File: src/common/arcade_glue_pkg.sv
/*
 * Arcade glue shared definitions
 * Vector types, core-mode numbers, advance hold length and SDRAM layout
 */
package arcade_glue_pkg;

	typedef logic [6:0]  core_mod_t;   // Game selected by the loader
	typedef logic [31:0] status_t;     // Menu option word
	typedef logic [9:0]  player_t;     // {F, E, D, C, B, A, up, down, left, right}
	typedef logic [8:0]  ctrl_t;       // {tilt, coin4..coin1, start4..start1}
	typedef logic [7:0]  joy_t;        // Active low JA / JB
	typedef logic [3:0]  btn_t;        // {start A, start B, coin, reset}
	typedef logic [7:0]  sw_t;
	typedef logic [24:0] dl_addr_t;    // Download byte address
	typedef logic [22:0] sdram_addr_t; // SDRAM word address
	typedef logic [23:1] cpu_addr_t;   // CPU word address
	typedef logic [7:0]  snd_t;
	typedef logic [15:0] speech_t;
	typedef logic [16:0] mix_t;

	// Core-mode numbers
	localparam core_mod_t CORE_ROBOTRON = 7'd0;
	localparam core_mod_t CORE_JOUST    = 7'd1;
	localparam core_mod_t CORE_SPLAT    = 7'd2;
	localparam core_mod_t CORE_BUBBLES  = 7'd3;
	localparam core_mod_t CORE_STARGATE = 7'd4;
	localparam core_mod_t CORE_ALIENAR  = 7'd5;
	localparam core_mod_t CORE_SINISTAR = 7'd6;
	localparam core_mod_t CORE_PLAYBALL = 7'd7;
	localparam core_mod_t CORE_LOTTO    = 7'd8;

	// Length of the service switch pulse in clocks
	localparam logic [19:0] ADV_HOLD = 20'hFFFFF;

	/*
	 * Download image layout:
	 * 00000-0BFFF main CPU, 0C000-0CFFF sound CPU,
	 * 0D000-0D3FF CMOS RAM, 0E000-11FFF speech
	 */
	localparam dl_addr_t    CMOS_PAGE  = 25'h000D000;
	localparam sdram_addr_t CMOS_BASE  = 23'h01CC00; // CMOS lives behind the game RAM
	localparam int          CMOS_OFS_W = 10;         // 1k window

	// {left/right, landscape/portrait}
	localparam logic [1:0] ORIENT_LANDSCAPE = 2'b10;
	localparam logic [1:0] ORIENT_PORTRAIT  = 2'b01;

endpackage

File: src/input_map/game_input_map.sv
/*
 * Game input mapping
 * Builds the cabinet BTN, JA and JB wiring for the selected game,
 * plus the Sinistar direction latches and service switches
 */
`timescale 1ns/100ps

module game_input_map (
	input  logic                       clk_sys,
	input  logic                       rst,
	input  arcade_glue_pkg::core_mod_t core_mod,
	input  arcade_glue_pkg::player_t   player1,
	input  arcade_glue_pkg::player_t   player2,
	input  arcade_glue_pkg::ctrl_t     controls,
	input  logic                       advance,
	input  logic                       autoup,
	input  logic                       game_reset,
	output arcade_glue_pkg::btn_t      btn,
	output arcade_glue_pkg::joy_t      ja,
	output arcade_glue_pkg::joy_t      jb,
	output arcade_glue_pkg::sw_t       sw,
	output logic                       blitter_sc2,
	output logic                       sinistar,
	output logic                       speech_en,
	output logic                       sin_fire_n,
	output logic                       sin_bomb_n,
	output logic [1:0]                 orientation
);
	import arcade_glue_pkg::*;

	logic up1, down1, left1, right1;
	logic fire1a, fire1b, fire1c, fire1d, fire1e;
	logic up2, down2, left2, right2;
	logic fire2a, fire2b, fire2c, fire2d, fire2e;
	logic start1, start2, coin_any;
	logic sin_x, sin_y;
	joy_t twin_stick;

	// Fire F is not wired on any of these cabinets
	assign {fire1e, fire1d, fire1c, fire1b, fire1a, up1, down1, left1, right1} = player1[8:0];
	assign {fire2e, fire2d, fire2c, fire2b, fire2a, up2, down2, left2, right2} = player2[8:0];

	assign start1   = controls[0];
	assign start2   = controls[1];
	assign coin_any = controls[4] | controls[5]; // Coin 1 or coin 2

	// Second stick fires in Robotron and Splat, MAME style
	assign twin_stick = ~{fire1d | right2, fire1c | left2, fire1b | down2, fire1a | up2,
		right1, left1, down1, up1};

	assign sin_fire_n = ~fire1a & ~fire2a;
	assign sin_bomb_n = ~fire1b & ~fire2b;

	always_comb
	begin
		orientation = ORIENT_LANDSCAPE;
		sw          = {6'h00, advance, autoup};
		ja          = 8'hFF;
		jb          = 8'hFF;
		btn         = 4'hF;
		blitter_sc2 = 1'b0;
		sinistar    = 1'b0;
		speech_en   = 1'b0;

		case (core_mod)
			CORE_ROBOTRON:
			begin
				btn = {start1, start2, coin_any, game_reset};
				ja  = twin_stick;
				jb  = twin_stick;
			end
			CORE_JOUST:
			begin
				btn = {start2, start1, coin_any, game_reset};
				ja  = ~{5'b00000, fire1a, right1, left1}; // Flap on fire A
				jb  = ~{5'b00000, fire2a, right2, left2};
			end
			CORE_SPLAT:
			begin
				blitter_sc2 = 1'b1; // Newer blitter revision
				btn         = {start1, start2, coin_any, game_reset};
				ja          = twin_stick;
				jb          = twin_stick;
			end
			CORE_BUBBLES:
			begin
				btn = {start2, start1, coin_any, game_reset};
				ja  = ~{4'b0000, right1, left1, down1, up1};
				jb  = ~{4'b0000, right2, left2, down2, up2};
			end
			CORE_STARGATE:
			begin
				btn = {start2, start1, coin_any, game_reset};
				// Either horizontal direction means reverse
				ja  = ~{fire1e, up1, down1, left1 | right1, fire1d, fire1c, fire1b, fire1a};
				jb  = ~{fire2e, up2, down2, left2 | right2, fire2d, fire2c, fire2b, fire2a};
			end
			CORE_ALIENAR:
			begin
				btn = {start1, start2, coin_any, game_reset};
				ja  = ~{2'b00, fire1b, fire1a, right1, left1, down1, up1};
				jb  = ~{2'b00, fire2b, fire2a, right2, left2, down2, up2};
			end
			CORE_SINISTAR:
			begin
				sinistar    = 1'b1;
				speech_en   = 1'b1;
				orientation = ORIENT_PORTRAIT;
				btn         = {start2, start1, coin_any, game_reset};
				// 49-way stick emulation: sign latch plus any-movement flag
				ja = {sin_x, 2'b00, right1 | left1 | right2 | left2,
					sin_y, 2'b00, up1 | down1 | up2 | down2};
				jb = ja;
			end
			CORE_PLAYBALL:
			begin
				speech_en   = 1'b1;
				orientation = ORIENT_PORTRAIT;
				btn         = {2'b00, coin_any, game_reset};
				ja          = ~{4'b0000, start2, right1, left1, start1};
				jb          = ja;
			end
			CORE_LOTTO:
			begin
				btn = {start1, start2, coin_any, game_reset};
				ja  = ~{2'b00, fire1b, fire1a, right1, left1, down1, up1};
				jb  = ja;
			end
			default: ;
		endcase
	end

	// Sinistar direction latches, right and up win
	always_ff @(posedge clk_sys)
	begin
		if (rst)
		begin
			sin_x <= 1'b0;
			sin_y <= 1'b0;
		end
		else
		begin
			if (right1 | right2)
				sin_x <= 1'b0;
			else if (left1 | left2)
				sin_x <= 1'b1;

			if (up1 | up2)
				sin_y <= 1'b0;
			else if (down1 | down2)
				sin_y <= 1'b1;
		end
	end

endmodule

File: src/design/advance_pulse.sv
/*
 * Advance pulse stretcher
 * Turns the menu advance toggle into a long service switch pulse
 */
`timescale 1ns/100ps

module advance_pulse (
	input  logic clk_sys,
	input  logic rst,
	input  logic adv,
	output logic advance
);
	import arcade_glue_pkg::*;

	logic        adv_d;
	logic [19:0] hold_cnt;

	assign advance = (hold_cnt != '0);

	always_ff @(posedge clk_sys)
	begin
		if (rst)
		begin
			adv_d    <= 1'b0;
			hold_cnt <= '0;
		end
		else
		begin
			adv_d <= adv;
			if (adv & ~adv_d)
				hold_cnt <= ADV_HOLD; // Rising edge restarts the hold
			else if (advance)
				hold_cnt <= hold_cnt - 1'b1;
		end
	end

endmodule

File: src/design/boot_reset.sv
/*
 * Boot reset
 * Keeps the game in reset until a ROM image has been downloaded
 */
`timescale 1ns/100ps

module boot_reset (
	input  logic clk_sys,
	input  logic rst,
	input  logic menu_reset,
	input  logic button_reset,
	input  logic downloading,
	output logic game_reset
);

	logic downloading_d;
	logic rom_loaded;

	always_ff @(posedge clk_sys)
	begin
		if (rst)
		begin
			downloading_d <= 1'b0;
			rom_loaded    <= 1'b0;
			game_reset    <= 1'b1;
		end
		else
		begin
			downloading_d <= downloading;

			// End of a download means an image is present
			if (downloading_d & ~downloading)
				rom_loaded <= 1'b1;

			game_reset <= menu_reset | button_reset | downloading | ~rom_loaded;
		end
	end

endmodule

File: src/rom_port/rom_port_mapper.sv
/*
 * ROM port mapper
 * Places download bytes into the SDRAM word layout with a request toggle
 * per write, and translates CPU memory addresses to SDRAM addresses
 */
`timescale 1ns/100ps

module rom_port_mapper (
	input  logic                         clk_sys,
	input  logic                         rst,
	input  logic                         downloading,
	input  logic                         dl_wr,
	input  arcade_glue_pkg::dl_addr_t    dl_addr,
	input  logic [7:0]                   dl_data,
	input  arcade_glue_pkg::cpu_addr_t   mem_addr,
	input  logic                         rom_cs_n,
	output logic                         port_req,
	output arcade_glue_pkg::sdram_addr_t port_addr,
	output logic [15:0]                  port_data,
	output arcade_glue_pkg::sdram_addr_t cpu_sdram_addr
);
	import arcade_glue_pkg::*;

	logic        dl_wr_last;
	logic        dl_strobe;
	sdram_addr_t dl_sdram_addr;
	logic [16:0] cpu_map;

	assign dl_strobe = downloading & dl_wr & ~dl_wr_last;

	// CMOS page moves to its own area, everything else maps straight
	assign dl_sdram_addr = (dl_addr[24:CMOS_OFS_W] == CMOS_PAGE[24:CMOS_OFS_W]) ?
		CMOS_BASE + {13'd0, dl_addr[CMOS_OFS_W-1:0]} : dl_addr[22:0];

	// ROM 0xxx-8xxx direct, Dxxx-Fxxx folds to 9xxx-Bxxx; RAM in upper half
	assign cpu_map = ~rom_cs_n ?
		{1'b0, mem_addr[16], ~mem_addr[16] & mem_addr[15], mem_addr[14:1]} :
		{1'b1, mem_addr[16:1]};

	assign cpu_sdram_addr = downloading ? '1 : {6'd0, cpu_map}; // Parked during download

	always_ff @(posedge clk_sys)
	begin
		if (rst)
		begin
			dl_wr_last <= 1'b0;
			port_req   <= 1'b0;
		end
		else
		begin
			dl_wr_last <= dl_wr;
			if (dl_strobe)
				port_req <= ~port_req; // Any change is a new write
		end
	end

	always_ff @(posedge clk_sys)
	begin
		if (dl_strobe)
		begin
			port_addr <= dl_sdram_addr;
			port_data <= {dl_data[7:4], dl_data[7:4], dl_data[3:0], dl_data[3:0]};
		end
	end

endmodule

File: src/design/audio_dac.sv
/*
 * Audio DAC
 * Mixes game sound with optional speech and drives a first-order
 * sigma-delta modulator with a one-bit output
 */
`timescale 1ns/100ps

module audio_dac (
	input  logic                    clk_sys,
	input  logic                    rst,
	input  arcade_glue_pkg::snd_t    snd,
	input  arcade_glue_pkg::speech_t speech,
	input  logic                    speech_en,
	output logic                    dac_out
);
	import arcade_glue_pkg::*;

	mix_t        mix;
	mix_t        acc;
	logic [17:0] acc_sum;

	// Sound byte doubled to 16 bits, headroom bit for the speech sum
	always_comb
	begin
		mix = {1'b0, snd, snd};
		if (speech_en)
			mix = mix + {1'b0, speech};
	end

	assign acc_sum = {1'b0, acc} + {1'b0, mix};

	always_ff @(posedge clk_sys)
	begin
		if (rst)
		begin
			acc     <= '0;
			dac_out <= 1'b0;
		end
		else
		begin
			acc     <= acc_sum[16:0];
			dac_out <= acc_sum[17]; // Carry is the pulse density
		end
	end

endmodule

File: src/design/arcade_glue_top.sv
/*
 * Arcade glue top level
 * Input mapping, advance pulse, boot reset, ROM port and audio DAC
 * between the platform services and the game SoC
 */
`timescale 1ns/100ps

module arcade_glue_top (
	input  logic                         clk_sys,
	input  logic                         rst,
	input  arcade_glue_pkg::core_mod_t   core_mod,
	input  arcade_glue_pkg::status_t     status,
	input  logic                         button_reset,
	input  arcade_glue_pkg::player_t     player1,
	input  arcade_glue_pkg::player_t     player2,
	input  arcade_glue_pkg::ctrl_t       controls,
	input  logic                         downloading,
	input  logic                         dl_wr,
	input  arcade_glue_pkg::dl_addr_t    dl_addr,
	input  logic [7:0]                   dl_data,
	input  arcade_glue_pkg::cpu_addr_t   mem_addr,
	input  logic                         rom_cs_n,
	input  arcade_glue_pkg::snd_t        snd,
	input  arcade_glue_pkg::speech_t     speech,
	output arcade_glue_pkg::btn_t        btn,
	output arcade_glue_pkg::joy_t        ja,
	output arcade_glue_pkg::joy_t        jb,
	output arcade_glue_pkg::sw_t         sw,
	output logic                         blitter_sc2,
	output logic                         sinistar,
	output logic                         sin_fire_n,
	output logic                         sin_bomb_n,
	output logic [1:0]                   orientation,
	output logic                         game_reset,
	output logic                         port_req,
	output arcade_glue_pkg::sdram_addr_t port_addr,
	output logic [15:0]                  port_data,
	output arcade_glue_pkg::sdram_addr_t cpu_sdram_addr,
	output logic                         dac_out
);

	logic speech_en;
	logic advance;

	game_input_map u_game_input_map (
		.clk_sys     (clk_sys),
		.rst         (rst),
		.core_mod    (core_mod),
		.player1     (player1),
		.player2     (player2),
		.controls    (controls),
		.advance     (advance),
		.autoup      (status[7]), // Lotto Fun memory protect
		.game_reset  (game_reset),
		.btn         (btn),
		.ja          (ja),
		.jb          (jb),
		.sw          (sw),
		.blitter_sc2 (blitter_sc2),
		.sinistar    (sinistar),
		.speech_en   (speech_en),
		.sin_fire_n  (sin_fire_n),
		.sin_bomb_n  (sin_bomb_n),
		.orientation (orientation)
	);

	advance_pulse u_advance_pulse (
		.clk_sys (clk_sys),
		.rst     (rst),
		.adv     (status[8]),
		.advance (advance)
	);

	boot_reset u_boot_reset (
		.clk_sys      (clk_sys),
		.rst          (rst),
		.menu_reset   (status[0]),
		.button_reset (button_reset),
		.downloading  (downloading),
		.game_reset   (game_reset)
	);

	rom_port_mapper u_rom_port_mapper (
		.clk_sys        (clk_sys),
		.rst            (rst),
		.downloading    (downloading),
		.dl_wr          (dl_wr),
		.dl_addr        (dl_addr),
		.dl_data        (dl_data),
		.mem_addr       (mem_addr),
		.rom_cs_n       (rom_cs_n),
		.port_req       (port_req),
		.port_addr      (port_addr),
		.port_data      (port_data),
		.cpu_sdram_addr (cpu_sdram_addr)
	);

	audio_dac u_audio_dac (
		.clk_sys   (clk_sys),
		.rst       (rst),
		.snd       (snd),
		.speech    (speech),
		.speech_en (speech_en),
		.dac_out   (dac_out)
	);

endmodule

File: config.mk
export PLATFORM = sky130hd
export DESIGN_NAME = arcade_glue_top
export DESIGN_NICKNAME = d
export VERILOG_FILES = /design/src/common/arcade_glue_pkg.sv /design/src/input_map/game_input_map.sv /design/src/design/advance_pulse.sv /design/src/design/boot_reset.sv /design/src/rom_port/rom_port_mapper.sv /design/src/design/audio_dac.sv /design/src/design/arcade_glue_top.sv
export SDC_FILE = /design/constraint.sdc
export NUM_CORES = 1
export LEC_CHECK = 0
export ABC_AREA = 1
export BUFFER_PORTS_ARGS = -buffer_cell sky130_fd_sc_hd__buf_2
export CAP_MARGIN = 20
export CORE_MARGIN = 2
export CORE_UTILIZATION = 50
export CTS_BUF_LIST = sky130_fd_sc_hd__clkbuf_8
export DETAILED_ROUTE_END_ITERATION = 10
export PLACE_DENSITY = 0.83
export SLEW_MARGIN = 20
export SYNTH_ARGS = -nofsm -noshare
export SYNTH_HDL_FRONTEND = slang
export SYNTH_SLANG_ARGS = --single-unit
File: constraint.sdc
create_clock -name clk_sys -period 4.25 [get_ports clk_sys]
set_input_delay 0.6375 -clock clk_sys [delete_from_list [all_inputs] [get_ports clk_sys]]
set_output_delay 0.6375 -clock clk_sys [all_outputs]
set_load 0.01 [all_outputs]
* Yosys cells after proc, flatten, opt, wreduce, memory -nomap -nowiden
Index checks and enable logic that the tools add are counted.
** Word-level totals
- Flip-flop bits (word level) :: 85
- Output and inout port bits :: 99
- Logic and storage cells :: 95
** Operators by class
- Reductions and logical operators :: 10
- Bitwise operators :: 46
- Multiplexer cells :: 13
- $add $sub $neg :: 4
- Equality and inequality tests :: 9
** Operators by type and width (count)
- case mux 8 bit (8 select lines) :: 1
- case mux 8 bit (7 select lines) :: 1
- two-way mux 23 bit :: 2
- two-way mux 20 bit :: 2
- two-way mux 17 bit :: 2
- == test 7 x 3 -> 1 bit, second input constant :: 4
- inverter 4 -> 8 bit :: 3
- inverter 8 bit :: 3
- nonzero test 20 bit :: 1
- subtractor 20 x 1 -> 20 bit, second input constant :: 1
- OR 1 bit :: 19
- adder 17 x 10 -> 18 bit, first input constant :: 1
- adder 17 x 17 -> 18 bit :: 1
- adder 16 x 16 -> 17 bit :: 1
- inverter 3 -> 8 bit :: 2
- inverter 6 -> 8 bit :: 2
- == test 15 x 6 -> 1 bit, second input constant :: 1
- == test 7 x 2 -> 1 bit, second input constant :: 2
- case mux 4 bit (3 select lines) :: 1
- inverter 1 bit :: 10
- OR reduction 2 bit :: 5
- OR reduction 4 bit :: 2
- AND 1 bit :: 7
- == test 7 x 1 -> 1 bit, second input constant :: 1
- other kinds (5) :: 7

* Depth between registers and ports, before layout
- Depth after elaboration :: 5
- Mapped depth :: 21
- Mapped depth without buffers :: 21

* Modules after synthesis
From an unflattened synthesis, not the netlist that was laid out.
** Second synthesis, totals
- Cells, all modules :: 957
- Area, all modules :: 6323.6 sq um
** Modules (own cells, without submodules)
- audio_dac :: instances 1, cells each 421, area each 2448.6 sq um, sequential area each 360.3 sq um
- rom_port_mapper :: instances 1, cells each 111, area each 1362.6 sq um, sequential area each 970.9 sq um
- advance_pulse :: instances 1, cells each 208, area each 1350.0 sq um, sequential area each 420.4 sq um
- game_input_map :: instances 1, cells each 206, area each 1062.3 sq um, sequential area each 40.0 sq um
- boot_reset :: instances 1, cells each 11, area each 100.1 sq um, sequential area each 60.1 sq um

* Worst setup path before layout
OpenSTA, ideal clock, no wires.
- Path kind :: in2reg
- From :: input downloading
- To :: register u_rom_port_mapper.port_req
- Buffers on the path :: 0
- Setup time :: 0.078 ns
- Required time :: 4.172 ns
- Cell stages on the path :: 4
- Data arrival time :: 3.361 ns
- Setup slack :: 0.811 ns
- Path through :: inv_1 -> nor3_1 -> o21ai_0 -> a21oi_1
** Between the ends
- Cells in the longest elaborated chain, start to end :: 2
** Ends and longest elaborated chain
- start: declaration :: line arcade_glue_top.sv:17 : input logic downloading,
- AND 1 bit (2 in series) :: line rom_port_mapper.sv:29 : assign dl_strobe = downloading & dl_wr & ~dl_wr_last;
- named net u_rom_port_mapper.dl_strobe :: line rom_port_mapper.sv:25 : logic dl_strobe;
- end signal: assignment :: line rom_port_mapper.sv:53 : port_req <= ~port_req;
- end: declaration :: line rom_port_mapper.sv:17 : output logic port_req,
The timed path passes the listed nets, and every way through them passes these cells.
A chain may end at the register's enable or synchronous reset.

* Worst setup path after layout
- From :: input snd[0]
- To :: register u_audio_dac.acc[15]
** Between the ends
- Cells in the longest elaborated chain, start to end :: 3
** Ends and longest elaborated chain
- start: declaration :: line arcade_glue_top.sv:23 : input arcade_glue_pkg::snd_t snd,
- adder 16 x 16 -> 17 bit :: line audio_dac.sv:27 : mix = mix + {1'b0, speech};
- two-way mux 17 bit (*) :: line audio_dac.sv:26 : if (speech_en)
- adder 17 x 17 -> 18 bit (*) :: line audio_dac.sv:30 : assign acc_sum = {1'b0, acc} + {1'b0, mix};
- end signal: assignment :: line audio_dac.sv:41 : acc <= acc_sum[16:0];
- end: declaration :: line audio_dac.sv:19 : mix_t acc;
Mark *: on every way between the ends. The rest lies on a longest branch, timed or not.

==> out/metrics.csv <==
metric;value;unit
outcome;finished, final reports clean;
required;4.50;ns
synth_common_cells;nand2_1, inv_1, nor2_1;
ctsHoldBuffers;0;
dieWidth;114;um
synth_top_area_frac;0.155;
max_stage_delay;0.38;ns
synth_warnings;0;
portBuffers;201;
fmax;0.319;GHz
cts_setup_buffers;0;
cp-start-kind;input port;
grt_pass1_wl;25800;um
place_congestion;0.979;
drtPass1Iterations;5;
die_h;114;um
wl_per_cell;13.6;um
synth_edf_count;31;
htreeDepth;3;
setup-violations-final;0;
slew_headroom;0.605;
hold_path_class;register to register;
nets;1266;
end_kind;register;
final.min_clock_period;3.14;ns
routed_wl;16800;um
synthFlopType;dfxtp_1;
slew_violations;0;
grt_overflow;0;
grt_start_max_net_pins;32;
pwr_density_cell;359;mW/mm^2
syn_area;0.00602;mm^2
rsz0062_at_grt;false;
cp_max_fo;5;
synth_area_leader_cell;edfxtp_1;
cts_tree;built;
ys_ff_latch;77;
ir_worst_vdd;0.277;mV
synthCells;897;
vias_per_cell;5.16;
synth_async_sr_flop_share;0;
place_area;0.00699;mm^2
row_count;40;
slowest_stage;fa_1;
drt_iter0_markers;348;
core-area;0.0119;mm^2
vias;6352;
cts_resized;0;
syn2layout_area_growth;21.5;%
leakagePower;3.79;nW
clk_latency;0.36;ns
max_cap_viol_count;0;
fin_crit_sh;0.739;
clock-sinks;77;
synth.avg_cell_area;6.71;um^2
cts-buffers-inserted;9;
synth_area_leaders;edfxtp_1, dfxtp_1, nand2_1;
start_util;0.507;
clk_pin_slew;0.08;ns
clock_path_buffers;2;
yosysMostFrequentCell;nand2_1;
dieArea;0.0129;mm^2
worstPathArrival;3.39;ns
tightest_slew;0.593;ns
root_buffer;clkbuf_8;
drcViolationCount;0;
hold_violations;0;
place_hpwl;13600;um
fin_tns_setup;0;ns
clock_skew;0.00913;ns
io_pins;253;
antenna_found_initial;4;
grt_pass1_vias;5500;
crit_family;compound AO/OA/AOI/OAI gates;
crit_type;input port to register;
yosysSeqAreaShare;0.308;
final_area;0.00731;mm^2
timing.critical_path.buf_inv;3;
post-route-util;0.616;
grtUsageTotal;0.251;
ant_nets;0;
drive_gt1_frac;0.259;
synth.distinct_cells;49;
path_cells;buf_2 > ha_1 > inv_1 > fa_1 > inv_1 > nand3_1 > nand3_1 > a21oi_1 > xor2_1 > a21boi_0 > ha_1 > a21oi_1 > o21ai_0 > a21oi_1 > nand3_1 > nand2_1 > nor2_1;
## final cells by class
cell class / count / area, um^2
fill: 1147 / 4550
multi-input combinational: 653 / 3440
sequential: 77 / 1850
timing repair buffer: 204 / 1030
inverter: 129 / 484
clock inverter: 7 / 185
tap: 147 / 184
clock buffer: 9 / 124
antenna: 4 / 10.0
## flip-flops by register name, summed over array words and instances, names as in the netlist
name / cells
u_advance_pulse.adv_d: 1
u_rom_port_mapper.port_data: 8
u_rom_port_mapper.port_req: 1
u_boot_reset.rom_loaded: 1
u_rom_port_mapper.dl_wr_last: 1
u_game_input_map.sin_x: 1
u_audio_dac.acc: 17
u_advance_pulse.hold_cnt: 20
u_game_input_map.sin_y: 1
u_audio_dac.dac_out: 1
u_boot_reset.downloading_d: 1
u_boot_reset.game_reset: 1
u_rom_port_mapper.port_addr: 23
## power by group
part           internal, mW  leakage [nW]  switching, mW
clock network         0.567         0.153          0.273
registers             0.858         0.671         0.0475
logic                 0.329          2.96          0.551
## routing by layer
| layer | vias to the layer above | global-route usage | part of all wire |
|---|---|---|---|
| met3 | 27 | 0.0739 | 0.083 |
| met1 | 2847 | 0.303 | 0.42 |
| li1 | 3236 | - | - |
| met4 | 0 | 0.114 | 0.031 |
| met2 | 242 | 0.414 | 0.47 |
| met5 | - | 0 | 0 |
## cells by family (layout without fill, tap and decap cells)
| logic type | Yosys count | in the layout | share of synthesized area |
|---|---|---|---|
| adder cells (fa/ha/maj) | 38 | 38 | 0.0815 |
| AO/OA/AOI/OAI | 144 | 144 | 0.130 |
| flip-flops | 77 | 77 | 0.308 |
| XOR/XNOR | 5 | 5 | 0.00728 |
| other | 1 | 10 | 0.000623 |
| AND/OR/NAND/NOR | 460 | 460 | 0.349 |
| buffers and inverters | 172 | 349 | 0.124 |
## metrics by stage
stage	instances	hold WS, ns	setup slack, ns	power (mW)
2_1_floorplan	902	0.380	0.811	1.56
3_3_place_gp	1210	0.395	0.835	1.76
3_5_place_dp	1210	0.392	0.794	1.78
4_1_cts	1226	0.411	1.18	2.63
5_1_grt	1228	0.419	0.886	2.79
6_report	1230	0.412	1.11	2.63
## worst reg2reg max path, cell delays in order (launching register included)
cell      delay (ns)
dfxtp_1         0.32
ha_1            0.21
inv_1           0.07
fa_1            0.41
nand3b_1        0.17
nand2_1         0.12
nand2_1         0.07
nand2_1         0.12
inv_1           0.06
o21bai_1        0.15
nand2_1         0.07
nand2_1         0.06
nor2_1          0.05
## cells in the final DEF, fill, tap and decap left out, types with 13 or more instances in the layout
master,count
a21oi_1,76
buf_2,201
dfxtp_1,46
edfxtp_1,31
ha_1,36
inv_1,122
nand2_1,214
nand3_1,47
nor2_1,103
nor2_2,13
o21ai_0,34
or2_2,24
## worst paths after layout
kind	slack, ns	cells past startpoint	end	start
min	0.41	1	u_boot_reset.game_reset	u_boot_reset.rom_loaded
max	1.11	17	u_audio_dac.acc[15]	snd[0]
max reg2reg	2.29	12	u_audio_dac.acc[10]	u_audio_dac.acc[0]
min reg2reg	0.41	1	u_boot_reset.game_reset	u_boot_reset.rom_loaded
Note: power is estimated with default switching activity, not from simulation.
